## src/source/ogfx_reg_pkg.sv

```systemverilog
package ogfx_reg_pkg;

  //--------------------------------------------------------------------
  // Peripheral bus
  //--------------------------------------------------------------------
  typedef struct packed {
    logic [7:0]  addr;                       // Word address
    logic [15:0] din;
    logic        en;
    logic        we;
  } per_bus_t;

  localparam logic [7:0] REG_CTRL = 8'd0;
  localparam logic [7:0] REG_STAT = 8'd1;
  localparam logic [7:0] REG_CMD  = 8'd2;    // Write pushes into the FIFO

  // Control register bit positions
  localparam int CTRL_EN      = 0;
  localparam int CTRL_IE_DONE = 1;
  localparam int CTRL_IE_OVFL = 2;

  //--------------------------------------------------------------------
  // Status word
  //--------------------------------------------------------------------
  typedef struct packed {
    logic       busy;
    logic       ovfl_flag;                   // Sticky, write one to clear
    logic       done_flag;                   // Sticky, write one to clear
    logic       fifo_full;
    logic       fifo_empty;
    logic [2:0] rsvd;
    logic [3:0] empty_cnt;
    logic [3:0] cnt;
  } gpu_stat_t;

endpackage

```

## src/source/ogfx_gpu_pkg.sv

```systemverilog
package ogfx_gpu_pkg;

  //--------------------------------------------------------------------
  // Command words
  //--------------------------------------------------------------------
  typedef enum logic [1:0] {
    OP_NOP      = 2'd0,
    OP_SET_ADDR = 2'd1,                      // Next word is the address
    OP_FILL     = 2'd2,                      // Next word is the color
    OP_WRITE    = 2'd3                       // One data word per pixel follows
  } gpu_op_e;

  typedef struct packed {
    gpu_op_e     opcode;
    logic [13:0] cnt;                        // Pixel count
  } gpu_hdr_t;

  // Header when it starts a command, raw when it is an operand
  typedef union packed {
    gpu_hdr_t    hdr;
    logic [15:0] raw;
  } gpu_word_u;

  //--------------------------------------------------------------------
  // Video RAM write port
  //--------------------------------------------------------------------
  typedef struct packed {
    logic [15:0] addr;                       // Upper bits above VID_AW are zero
    logic [15:0] data;
  } vram_wr_t;

endpackage

```

## src/source/ogfx_reg_fifo.sv

```systemverilog
`timescale 1ns/1ps

module ogfx_reg_fifo (
  input  logic        mclk,
  input  logic        puc_rst,
  input  logic        fifo_enable_i,
  input  logic        fifo_push_i,
  input  logic        fifo_pop_i,
  input  logic [15:0] fifo_data_i,
  output logic [15:0] fifo_data_o,
  output logic [3:0]  fifo_cnt_o,
  output logic [3:0]  fifo_empty_cnt_o,
  output logic        fifo_empty_o,
  output logic        fifo_full_o,
  output logic        fifo_done_evt_o,
  output logic        fifo_ovfl_evt_o
);

  localparam logic [3:0] FIFO_EMPTY = 4'h0;
  localparam logic [3:0] FIFO_FULL  = 4'hf;
  localparam logic [3:0] PTR_LAST   = 4'he;  // 15 entries, pointers wrap here

  logic [15:0] fifo_mem [0:14];
  logic [3:0]  wr_ptr;
  logic [3:0]  rd_ptr;
  logic [3:0]  cnt_nxt;
  logic        push_int;
  logic        pop_int;

  function automatic logic [3:0] ptr_inc(input logic [3:0] ptr);
    return (ptr == PTR_LAST) ? 4'h0 : ptr + 4'h1;
  endfunction

  assign fifo_full_o      = (fifo_cnt_o == FIFO_FULL);
  assign fifo_empty_o     = (fifo_cnt_o == FIFO_EMPTY);
  assign fifo_empty_cnt_o = FIFO_FULL - fifo_cnt_o;

  assign push_int = fifo_enable_i & fifo_push_i & ~fifo_full_o;
  assign pop_int  = fifo_enable_i & fifo_pop_i & ~fifo_empty_o;

  assign fifo_done_evt_o = ~fifo_empty_o & (cnt_nxt == FIFO_EMPTY);
  assign fifo_ovfl_evt_o = fifo_push_i & fifo_full_o;   // Word is dropped

  //--------------------------------------------------------------------
  // Fill level
  //--------------------------------------------------------------------
  always_comb
  begin
    if (!fifo_enable_i)
      cnt_nxt = FIFO_EMPTY;                 // Disable flushes
    else if (push_int && !pop_int)
      cnt_nxt = fifo_cnt_o + 4'h1;
    else if (pop_int && !push_int)
      cnt_nxt = fifo_cnt_o - 4'h1;
    else
      cnt_nxt = fifo_cnt_o;
  end

  always_ff @(posedge mclk or posedge puc_rst)
  begin
    if (puc_rst)
    begin
      fifo_cnt_o <= FIFO_EMPTY;
      wr_ptr     <= 4'h0;
      rd_ptr     <= 4'h0;
    end
    else
    begin
      fifo_cnt_o <= cnt_nxt;
      if (!fifo_enable_i)
      begin
        wr_ptr <= 4'h0;
        rd_ptr <= 4'h0;
      end
      else
      begin
        if (push_int)
          wr_ptr <= ptr_inc(wr_ptr);
        if (pop_int)
          rd_ptr <= ptr_inc(rd_ptr);
      end
    end
  end

  //--------------------------------------------------------------------
  // Storage
  //--------------------------------------------------------------------
  always_ff @(posedge mclk)
  begin
    if (push_int)
      fifo_mem[wr_ptr] <= fifo_data_i;
  end

  assign fifo_data_o = fifo_mem[rd_ptr];    // Head word, valid when not empty

  // Fill level matches the words held between the pointers, at most 15
  a_cnt_ptr: assert property (@(posedge mclk) disable iff (puc_rst)
    ((({1'b0, rd_ptr} + {1'b0, fifo_cnt_o}) % 5'd15) == {1'b0, wr_ptr}));

endmodule

```

## src/source/ogfx_reg.sv

```systemverilog
`timescale 1ns/1ps

module ogfx_reg (
  input  logic                   mclk,
  input  logic                   puc_rst,
  input  ogfx_reg_pkg::per_bus_t per_i,
  input  logic [3:0]             fifo_cnt_i,
  input  logic [3:0]             fifo_empty_cnt_i,
  input  logic                   fifo_empty_i,
  input  logic                   fifo_full_i,
  input  logic                   fifo_done_evt_i,
  input  logic                   fifo_ovfl_evt_i,
  input  logic                   fsm_busy_i,
  output logic [15:0]            per_dout_o,
  output logic                   fifo_push_o,
  output logic [15:0]            fifo_din_o,
  output logic                   gpu_en_o,
  output logic                   irq_o
);

  import ogfx_reg_pkg::*;

  logic      sel_ctrl;
  logic      sel_stat;
  logic      sel_cmd;
  logic      rd_en;
  logic [2:0] ctrl;
  logic      done_flag;
  logic      ovfl_flag;
  gpu_stat_t stat_wr;
  gpu_stat_t stat;

  //--------------------------------------------------------------------
  // Register decode
  //--------------------------------------------------------------------
  assign sel_ctrl = per_i.en && (per_i.addr == REG_CTRL);
  assign sel_stat = per_i.en && (per_i.addr == REG_STAT);
  assign sel_cmd  = per_i.en && (per_i.addr == REG_CMD);
  assign rd_en    = per_i.en && !per_i.we;

  assign stat_wr = per_i.din;               // Clear mask in status layout

  assign fifo_push_o = sel_cmd && per_i.we;
  assign fifo_din_o  = per_i.din;

  always_ff @(posedge mclk or posedge puc_rst)
  begin
    if (puc_rst)
      ctrl <= 3'b000;
    else if (sel_ctrl && per_i.we)
      ctrl <= per_i.din[CTRL_IE_OVFL:CTRL_EN];
  end

  assign gpu_en_o = ctrl[CTRL_EN];

  //--------------------------------------------------------------------
  // Sticky flags
  //--------------------------------------------------------------------
  always_ff @(posedge mclk or posedge puc_rst)
  begin
    if (puc_rst)
    begin
      done_flag <= 1'b0;
      ovfl_flag <= 1'b0;
    end
    else
    begin
      if (fifo_done_evt_i)
        done_flag <= 1'b1;                  // New event wins over clear
      else if (sel_stat && per_i.we && stat_wr.done_flag)
        done_flag <= 1'b0;
      if (fifo_ovfl_evt_i)
        ovfl_flag <= 1'b1;
      else if (sel_stat && per_i.we && stat_wr.ovfl_flag)
        ovfl_flag <= 1'b0;
    end
  end

  assign irq_o = (done_flag & ctrl[CTRL_IE_DONE]) | (ovfl_flag & ctrl[CTRL_IE_OVFL]);

  //--------------------------------------------------------------------
  // Read path
  //--------------------------------------------------------------------
  always_comb
  begin
    stat            = '0;
    stat.busy       = fsm_busy_i | ~fifo_empty_i;
    stat.ovfl_flag  = ovfl_flag;
    stat.done_flag  = done_flag;
    stat.fifo_full  = fifo_full_i;
    stat.fifo_empty = fifo_empty_i;
    stat.empty_cnt  = fifo_empty_cnt_i;
    stat.cnt        = fifo_cnt_i;
  end

  always_comb
  begin
    per_dout_o = 16'h0000;
    if (rd_en)
    begin
      case (per_i.addr)
        REG_CTRL: per_dout_o = {13'h0000, ctrl};
        REG_STAT: per_dout_o = stat;
        default:  per_dout_o = 16'h0000;  // Command register reads zero
      endcase
    end
  end

  a_one_sel: assert property (@(posedge mclk) disable iff (puc_rst)
    $onehot0({sel_ctrl, sel_stat, sel_cmd}));

endmodule

```

## src/source/ogfx_gpu_fsm.sv

```systemverilog
`timescale 1ns/1ps

module ogfx_gpu_fsm (
  input  logic                    mclk,
  input  logic                    puc_rst,
  input  logic                    gpu_en_i,
  input  logic                    fifo_empty_i,
  input  ogfx_gpu_pkg::gpu_word_u fifo_data_i,
  input  logic                    cnt_zero_i,
  output logic                    fifo_pop_o,
  output logic                    addr_load_o,
  output logic                    cnt_load_o,
  output logic                    color_load_o,
  output logic                    pix_fill_o,
  output logic                    pix_data_o,
  output logic                    busy_o
);

  import ogfx_gpu_pkg::*;

  typedef enum logic [2:0] {
    IDLE,
    ADDR,
    COLOR,
    FILL,
    WRITE
  } state_e;

  state_e state;
  state_e state_nxt;

  //--------------------------------------------------------------------
  // Next state and strobes
  //--------------------------------------------------------------------
  always_comb
  begin
    state_nxt    = state;
    fifo_pop_o   = 1'b0;
    addr_load_o  = 1'b0;
    cnt_load_o   = 1'b0;
    color_load_o = 1'b0;
    pix_fill_o   = 1'b0;
    pix_data_o   = 1'b0;
    if (!gpu_en_i)
      state_nxt = IDLE;                     // Disable aborts the command
    else
    begin
      case (state)
        IDLE:
        begin
          if (!fifo_empty_i)
          begin
            fifo_pop_o = 1'b1;              // Header decoded as it pops
            case (fifo_data_i.hdr.opcode)
              OP_SET_ADDR:
                state_nxt = ADDR;
              OP_FILL:
              begin
                cnt_load_o = 1'b1;
                state_nxt  = COLOR;
              end
              OP_WRITE:
              begin
                cnt_load_o = 1'b1;
                state_nxt  = WRITE;
              end
              default:
                state_nxt = IDLE;
            endcase
          end
        end
        ADDR:
        begin
          if (!fifo_empty_i)
          begin
            fifo_pop_o  = 1'b1;
            addr_load_o = 1'b1;
            state_nxt   = IDLE;
          end
        end
        COLOR:
        begin
          if (!fifo_empty_i)
          begin
            fifo_pop_o   = 1'b1;
            color_load_o = 1'b1;
            state_nxt    = FILL;
          end
        end
        FILL:
        begin
          if (cnt_zero_i)
            state_nxt = IDLE;
          else
            pix_fill_o = 1'b1;              // One pixel per cycle
        end
        WRITE:
        begin
          if (cnt_zero_i)
            state_nxt = IDLE;
          else if (!fifo_empty_i)
          begin
            fifo_pop_o = 1'b1;
            pix_data_o = 1'b1;
          end
        end
        default:
          state_nxt = IDLE;
      endcase
    end
  end

  always_ff @(posedge mclk or posedge puc_rst)
  begin
    if (puc_rst)
      state <= IDLE;
    else
      state <= state_nxt;
  end

  assign busy_o = (state != IDLE);

  a_pop_nonempty: assert property (@(posedge mclk) disable iff (puc_rst)
    fifo_pop_o |-> !fifo_empty_i);

endmodule

```

## src/source/ogfx_gpu_cnt.sv

```systemverilog
`timescale 1ns/1ps

module ogfx_gpu_cnt #(
  parameter int VID_AW = 12
) (
  input  logic              mclk,
  input  logic              puc_rst,
  input  logic              gpu_en_i,
  input  logic              cnt_load_i,
  input  logic [13:0]       cnt_i,
  input  logic              addr_load_i,
  input  logic [15:0]       addr_i,
  input  logic              step_i,
  output logic              cnt_zero_o,
  output logic [VID_AW-1:0] cur_addr_o
);

  logic [13:0] cnt;

  // Pixels left in the current command
  always_ff @(posedge mclk or posedge puc_rst)
  begin
    if (puc_rst)
      cnt <= 14'd0;
    else if (!gpu_en_i)
      cnt <= 14'd0;
    else if (cnt_load_i)
      cnt <= cnt_i;
    else if (step_i)
      cnt <= cnt - 14'd1;
  end

  assign cnt_zero_o = (cnt == 14'd0);

  // Address survives disable and wraps at 2**VID_AW
  always_ff @(posedge mclk or posedge puc_rst)
  begin
    if (puc_rst)
      cur_addr_o <= '0;
    else if (addr_load_i)
      cur_addr_o <= addr_i[VID_AW-1:0];
    else if (step_i)
      cur_addr_o <= cur_addr_o + 1'b1;
  end

endmodule

```

## src/source/ogfx_vram_wr.sv

```systemverilog
`timescale 1ns/1ps

module ogfx_vram_wr (
  input  logic                    mclk,
  input  logic                    puc_rst,
  input  logic                    color_load_i,
  input  logic                    pix_fill_i,
  input  logic                    pix_data_i,
  input  ogfx_gpu_pkg::gpu_word_u word_i,
  input  logic [15:0]             addr_i,
  output logic                    vram_we_o,
  output ogfx_gpu_pkg::vram_wr_t  vram_o
);

  import ogfx_gpu_pkg::*;

  logic [15:0] color;
  vram_wr_t    wr_nxt;

  always_ff @(posedge mclk)
  begin
    if (color_load_i)
      color <= word_i.raw;
  end

  always_comb
  begin
    wr_nxt.addr = addr_i;
    wr_nxt.data = pix_fill_i ? color : word_i.raw;
  end

  always_ff @(posedge mclk or posedge puc_rst)
  begin
    if (puc_rst)
      vram_we_o <= 1'b0;
    else
      vram_we_o <= pix_fill_i | pix_data_i;
  end

  always_ff @(posedge mclk)
  begin
    if (pix_fill_i || pix_data_i)
      vram_o <= wr_nxt;
  end

  a_one_src: assert property (@(posedge mclk) disable iff (puc_rst)
    !(pix_fill_i && pix_data_i));

endmodule

```

## src/source/ogfx_gpu.sv

```systemverilog
`timescale 1ns/1ps

module ogfx_gpu #(
  parameter int VID_AW = 12
) (
  input  logic                   mclk,
  input  logic                   puc_rst,
  input  ogfx_reg_pkg::per_bus_t per_i,
  output logic [15:0]            per_dout_o,
  output logic                   irq_o,
  output logic                   vram_we_o,
  output ogfx_gpu_pkg::vram_wr_t vram_o
);

  import ogfx_gpu_pkg::*;

  logic              fifo_push;
  logic [15:0]       fifo_din;
  logic              fifo_pop;
  gpu_word_u         fifo_dout;
  logic [3:0]        fifo_cnt;
  logic [3:0]        fifo_empty_cnt;
  logic              fifo_empty;
  logic              fifo_full;
  logic              fifo_done_evt;
  logic              fifo_ovfl_evt;
  logic              gpu_en;
  logic              fsm_busy;
  logic              addr_load;
  logic              cnt_load;
  logic              color_load;
  logic              pix_fill;
  logic              pix_data;
  logic              cnt_zero;
  logic [VID_AW-1:0] cur_addr;

  //--------------------------------------------------------------------
  // Register side
  //--------------------------------------------------------------------
  ogfx_reg reg_i (
    .mclk             (mclk),
    .puc_rst          (puc_rst),
    .per_i            (per_i),
    .fifo_cnt_i       (fifo_cnt),
    .fifo_empty_cnt_i (fifo_empty_cnt),
    .fifo_empty_i     (fifo_empty),
    .fifo_full_i      (fifo_full),
    .fifo_done_evt_i  (fifo_done_evt),
    .fifo_ovfl_evt_i  (fifo_ovfl_evt),
    .fsm_busy_i       (fsm_busy),
    .per_dout_o       (per_dout_o),
    .fifo_push_o      (fifo_push),
    .fifo_din_o       (fifo_din),
    .gpu_en_o         (gpu_en),
    .irq_o            (irq_o)
  );

  ogfx_reg_fifo fifo_i (
    .mclk             (mclk),
    .puc_rst          (puc_rst),
    .fifo_enable_i    (gpu_en),
    .fifo_push_i      (fifo_push),
    .fifo_pop_i       (fifo_pop),
    .fifo_data_i      (fifo_din),
    .fifo_data_o      (fifo_dout),
    .fifo_cnt_o       (fifo_cnt),
    .fifo_empty_cnt_o (fifo_empty_cnt),
    .fifo_empty_o     (fifo_empty),
    .fifo_full_o      (fifo_full),
    .fifo_done_evt_o  (fifo_done_evt),
    .fifo_ovfl_evt_o  (fifo_ovfl_evt)
  );

  //--------------------------------------------------------------------
  // Command engine
  //--------------------------------------------------------------------
  ogfx_gpu_fsm fsm_i (
    .mclk         (mclk),
    .puc_rst      (puc_rst),
    .gpu_en_i     (gpu_en),
    .fifo_empty_i (fifo_empty),
    .fifo_data_i  (fifo_dout),
    .cnt_zero_i   (cnt_zero),
    .fifo_pop_o   (fifo_pop),
    .addr_load_o  (addr_load),
    .cnt_load_o   (cnt_load),
    .color_load_o (color_load),
    .pix_fill_o   (pix_fill),
    .pix_data_o   (pix_data),
    .busy_o       (fsm_busy)
  );

  ogfx_gpu_cnt #(
    .VID_AW (VID_AW)
  ) cnt_i (
    .mclk        (mclk),
    .puc_rst     (puc_rst),
    .gpu_en_i    (gpu_en),
    .cnt_load_i  (cnt_load),
    .cnt_i       (fifo_dout.hdr.cnt),
    .addr_load_i (addr_load),
    .addr_i      (fifo_dout.raw),
    .step_i      (pix_fill | pix_data),  // One step per written pixel
    .cnt_zero_o  (cnt_zero),
    .cur_addr_o  (cur_addr)
  );

  ogfx_vram_wr vram_wr_i (
    .mclk         (mclk),
    .puc_rst      (puc_rst),
    .color_load_i (color_load),
    .pix_fill_i   (pix_fill),
    .pix_data_i   (pix_data),
    .word_i       (fifo_dout),
    .addr_i       (16'(cur_addr)),
    .vram_we_o    (vram_we_o),
    .vram_o       (vram_o)
  );

endmodule

```

## config.mk

```make
export PLATFORM = sky130hd
export DESIGN_NAME = ogfx_gpu
export DESIGN_NICKNAME = d
export VERILOG_FILES = /design/src/source/ogfx_reg_pkg.sv /design/src/source/ogfx_gpu_pkg.sv /design/src/source/ogfx_reg_fifo.sv /design/src/source/ogfx_reg.sv /design/src/source/ogfx_gpu_fsm.sv /design/src/source/ogfx_gpu_cnt.sv /design/src/source/ogfx_vram_wr.sv /design/src/source/ogfx_gpu.sv
export SDC_FILE = /design/constraint.sdc
export NUM_CORES = 1
export LEC_CHECK = 0
export ABC_AREA = 1
export BUFFER_PORTS_ARGS = -buffer_cell sky130_fd_sc_hd__buf_4
export CAP_MARGIN = 20
export CORE_AREA = 2 2 165 167
export DETAILED_ROUTE_END_ITERATION = 6
export DIE_AREA = 0 0 167 169
export PLACE_DENSITY = 0.83
export SLEW_MARGIN = 5
export SYNTH_ARGS = -nofsm -noshare
export SYNTH_HDL_FRONTEND = slang
export SYNTH_SLANG_ARGS = --single-unit
```

## constraint.sdc

```tcl
create_clock -name mclk -period 3 [get_ports mclk]
set_input_delay 0.45 -clock mclk [delete_from_list [all_inputs] [get_ports mclk]]
set_output_delay 0.45 -clock mclk [all_outputs]
set_load 0.005 [all_outputs]
```

==> out/qor.txt <==
Ant. Diodes -> 0
I/O Buffers -> 70
Critical Path Start Type -> register
Post-synthesis instance area -> 14300 µm²
Slew Limit Fails -> 0
CTS root buf -> clkbuf_16
Clk_skew -> 0.0187 ns
Mapped Avg Cell Area -> 11.5 µm²
Count of final setup violators -> 0
Site row count -> 60
Vias per cell -> 5.84
Initial Util -> 53.9%
Post-synth top area cell -> edfxtp_1
Hold Vio Cnt, Final -> 1
Max IR drop VDD -> 0.000827 V
Crit-path slowest cell -> dfrtp_2
Hold Crit Class -> in2async
Worst rel slew slack -> 51.5%
Die width -> 167 µm
DRC viols -> 0
Outcome -> finished with violations
Hold slack final -> -0.00188 ns
Max-cap violations -> 0
Total Routing Usage GR -> 23.2%
Non-Filler Instances -> 1684
Count leader, synth -> edfxtp_1
RSZ-0062 raised after global routing -> false
Htree depth -> 2
Share of the synthesized area in the top cell type -> 59.7%
Num CTS Buffers -> 34
Core area -> 26500 µm²
Wire per inst -> 19.4 µm
Largest net degree at the start of global routing -> 126
Yosys Warn Count -> 0
Fmax achieved -> 400 MHz
Setup Buffers After CTS -> 0
Layout cells sized above 1 -> 15.3%
Top_reg_cell synth -> edfxtp_1
DP Cell Count -> 1624
Die H -> 169 µm
Syn-to-layout area delta -> 12.8%
HPWL after detailed placement -> 19900 µm
Worst-path cell chain -> inv_4 > nor2_1 > o21ai_0 > nand3_1 > nand2_1 > inv_1 > nand4_2 > nand2_1 > inv_2 > nor2_4 > nand2_1 > nand2_1
Largest stage delay on the critical path -> 0.60 ns
Crit path top cell by count -> nand2_1
Clock latency on the worst-skew pair -> 0.52 ns
Clock sinks -> 331
ANT nets after route -> 0
#FFs+latches synth -> 331
Power Dens Cells -> 973 nW/µm²
Post_cts resized -> 0
CTS tree -> built
Die area -> 28200 µm²
Worst setup EP type -> register
Most instantiated cells after synthesis -> edfxtp_1 (284), nor2_1 (189), nand2_1 (171), o21ai_0 (125), inv_1 (69)
Worst slew pin tran -> 0.726 ns
Max clock buf depth -> 3
Critical path class -> reg2reg
Post-CTS Hold Buffers -> 0
Synth Instances -> 1238
Gp weighted congestion -> 0.902
First-pass GRT wire length -> 51600 µm
Clk slew on worst S/H paths -> 0.06 ns
Post-layout net count -> 1353
DRT Pass-1 Iters -> 6
Crit path max fanout -> 50
Synth area leaders -> edfxtp_1 (60%), dfrtp_1 (8.2%), nor2_1 (5.0%), nand2_1 (4.5%), o21ai_0 (4.4%)
Total negative slack -> 0 ns
Fin crit period -> 2.50 ns
WP data required -> 3.44 ns
I/O pin count -> 78
Via count -> 9835
Initial antenna violation count -> 0
Yosys cell types -> 46
EDFF count, synth -> 284
GRT overflow -> 0
Synth async-reset ratio -> 14.2%
Total length of routed wires -> 32700 µm
DRT iter0 DRCs -> 1195
Failing checks -> negative hold slack
Number of global-route vias before repair -> 9658
Leakage -> 5.97 nW
Crit path DAT -> 2.94 ns
Final period utilization -> 83.4%
Sequential-to-total area share from yosys stat -> 67.9%
## final timing paths
path,endpoint,slack [ns],depth (start not counted),from
worst max-delay path,cnt_i.cnt[4],0.50,12,fifo_i.rd_ptr[1]
worst min-delay path,cnt_i.cnt[8],-0.002,2,puc_rst
worst max register to register,cnt_i.cnt[4],0.50,12,fifo_i.rd_ptr[1]
worst min register to register,vram_wr_i.vram_o[23],0.48,0,cnt_i.cur_addr_o[7]
max in group asynchronous,cnt_i.cnt[7],2.26,3,puc_rst
min in group mclk,fifo_i.fifo_mem[4][7],0.22,1,per_i[9]
## layer usage
layer	vias to the layer above	GRT usage, %	share of wire [%]	routed length [µm]
li1	4487	-	-	-
met1	4704	29.7	38	12400
met2	532	38.9	49	16000
met3	112	4.75	9.6	3150
met4	0	9.75	3.9	1270
met5	-	0	0	0
## layout by cell type (no fill, tap or decap), types with 3 or more instances in the layout
cell type    n
a21oi_1     57
a21oi_2     13
a31oi_1      3
buf_12       3
buf_4      102
clkbuf_1    13
clkbuf_16   35
clkinv_1     3
clkinv_2     5
conb_1       7
dfrtp_1     45
edfxtp_1   284
ha_1         6
inv_1       68
inv_2       13
nand2_1    171
nand2_2      8
nand3_1     33
nand3_2      3
nand4_1      6
nor2_1     189
nor2_2       4
nor2_4       3
nor3_1       5
o211ai_1    35
o21ai_0    125
o21ai_1     43
o221ai_1    10
o22ai_1      6
xnor2_1      7
xor2_1      15
## where the power goes
group / total [mW] / switching (mW) / internal, mW
clock: 4.01 / 1.68 / 2.33
combinational: 5.60 / 3.83 / 1.76
sequential: 6.10 / 0.398 / 5.70
total: 15.7 / 5.91 / 9.79
## registers in the layout, summed over array words and instances (netlist names)
| name | flops |
|---|---|
| cnt_i.cnt | 14 |
| cnt_i.cur_addr_o | 12 |
| fifo_i.fifo_cnt_o | 4 |
| fifo_i.fifo_mem | 240 |
| fifo_i.rd_ptr | 4 |
| fifo_i.wr_ptr | 4 |
| fsm_i.state | 3 |
| reg_i.ctrl | 3 |
| reg_i.done_flag | 1 |
| reg_i.ovfl_flag | 1 |
| vram_wr_i.color | 16 |
| vram_wr_i.vram_o | 28 |
| vram_wr_i.vram_we_o | 1 |
## critical path, delay by kind of cell, from the launching register on
| kind | cells | cell delay (ns) |
|---|---|---|
| AOI/OAI and AO/OA | 1 | 0.14 |
| buffers and inverters | 3 | 0.52 |
| DFF | 1 | 0.60 |
| and+or+nand+nor | 8 | 1.14 |
## final cells by class
cell class | count | area (µm²)
clock buffers | 48 | 925
clock inverters | 12 | 116
fillers | 2006 | 10400
inverters | 84 | 320
multi-input cells | 763 | 3810
flip-flops and latches | 331 | 9710
well taps | 341 | 427
repair buffers | 105 | 826
## stage by stage
stage | instance area, µm² | utilization, % | setup WS, ns | total power [mW]
finish | 16100 | 60.9 | 0.499 | 15.7
detailed placement | 15100 | 56.9 | 0.544 | 11.7
floorplan | 14300 | - | 0.558 | 10.2
global placement | 15100 | 56.9 | 0.610 | 11.4
CTS | 16100 | 60.9 | 0.458 | 15.7
global route | 16100 | 60.9 | 0.235 | 16.6
## cell families after synthesis
| kind of cell | Yosys count | synth area share [%] |
|---|---|---|
| and+or+nand+nor | 433 | 12.8 |
| DFF | 331 | 67.9 |
| AOI/OAI and AO/OA | 294 | 11.6 |
| buffers and inverters | 150 | 5.72 |
| xor gates and xnor gates | 22 | 1.35 |
| adders and majority gates | 6 | 0.525 |
| other | 1 | 0.0262 |
| muxes | 1 | 0.0788 |
Note: power is estimated with default switching activity, not from simulation.
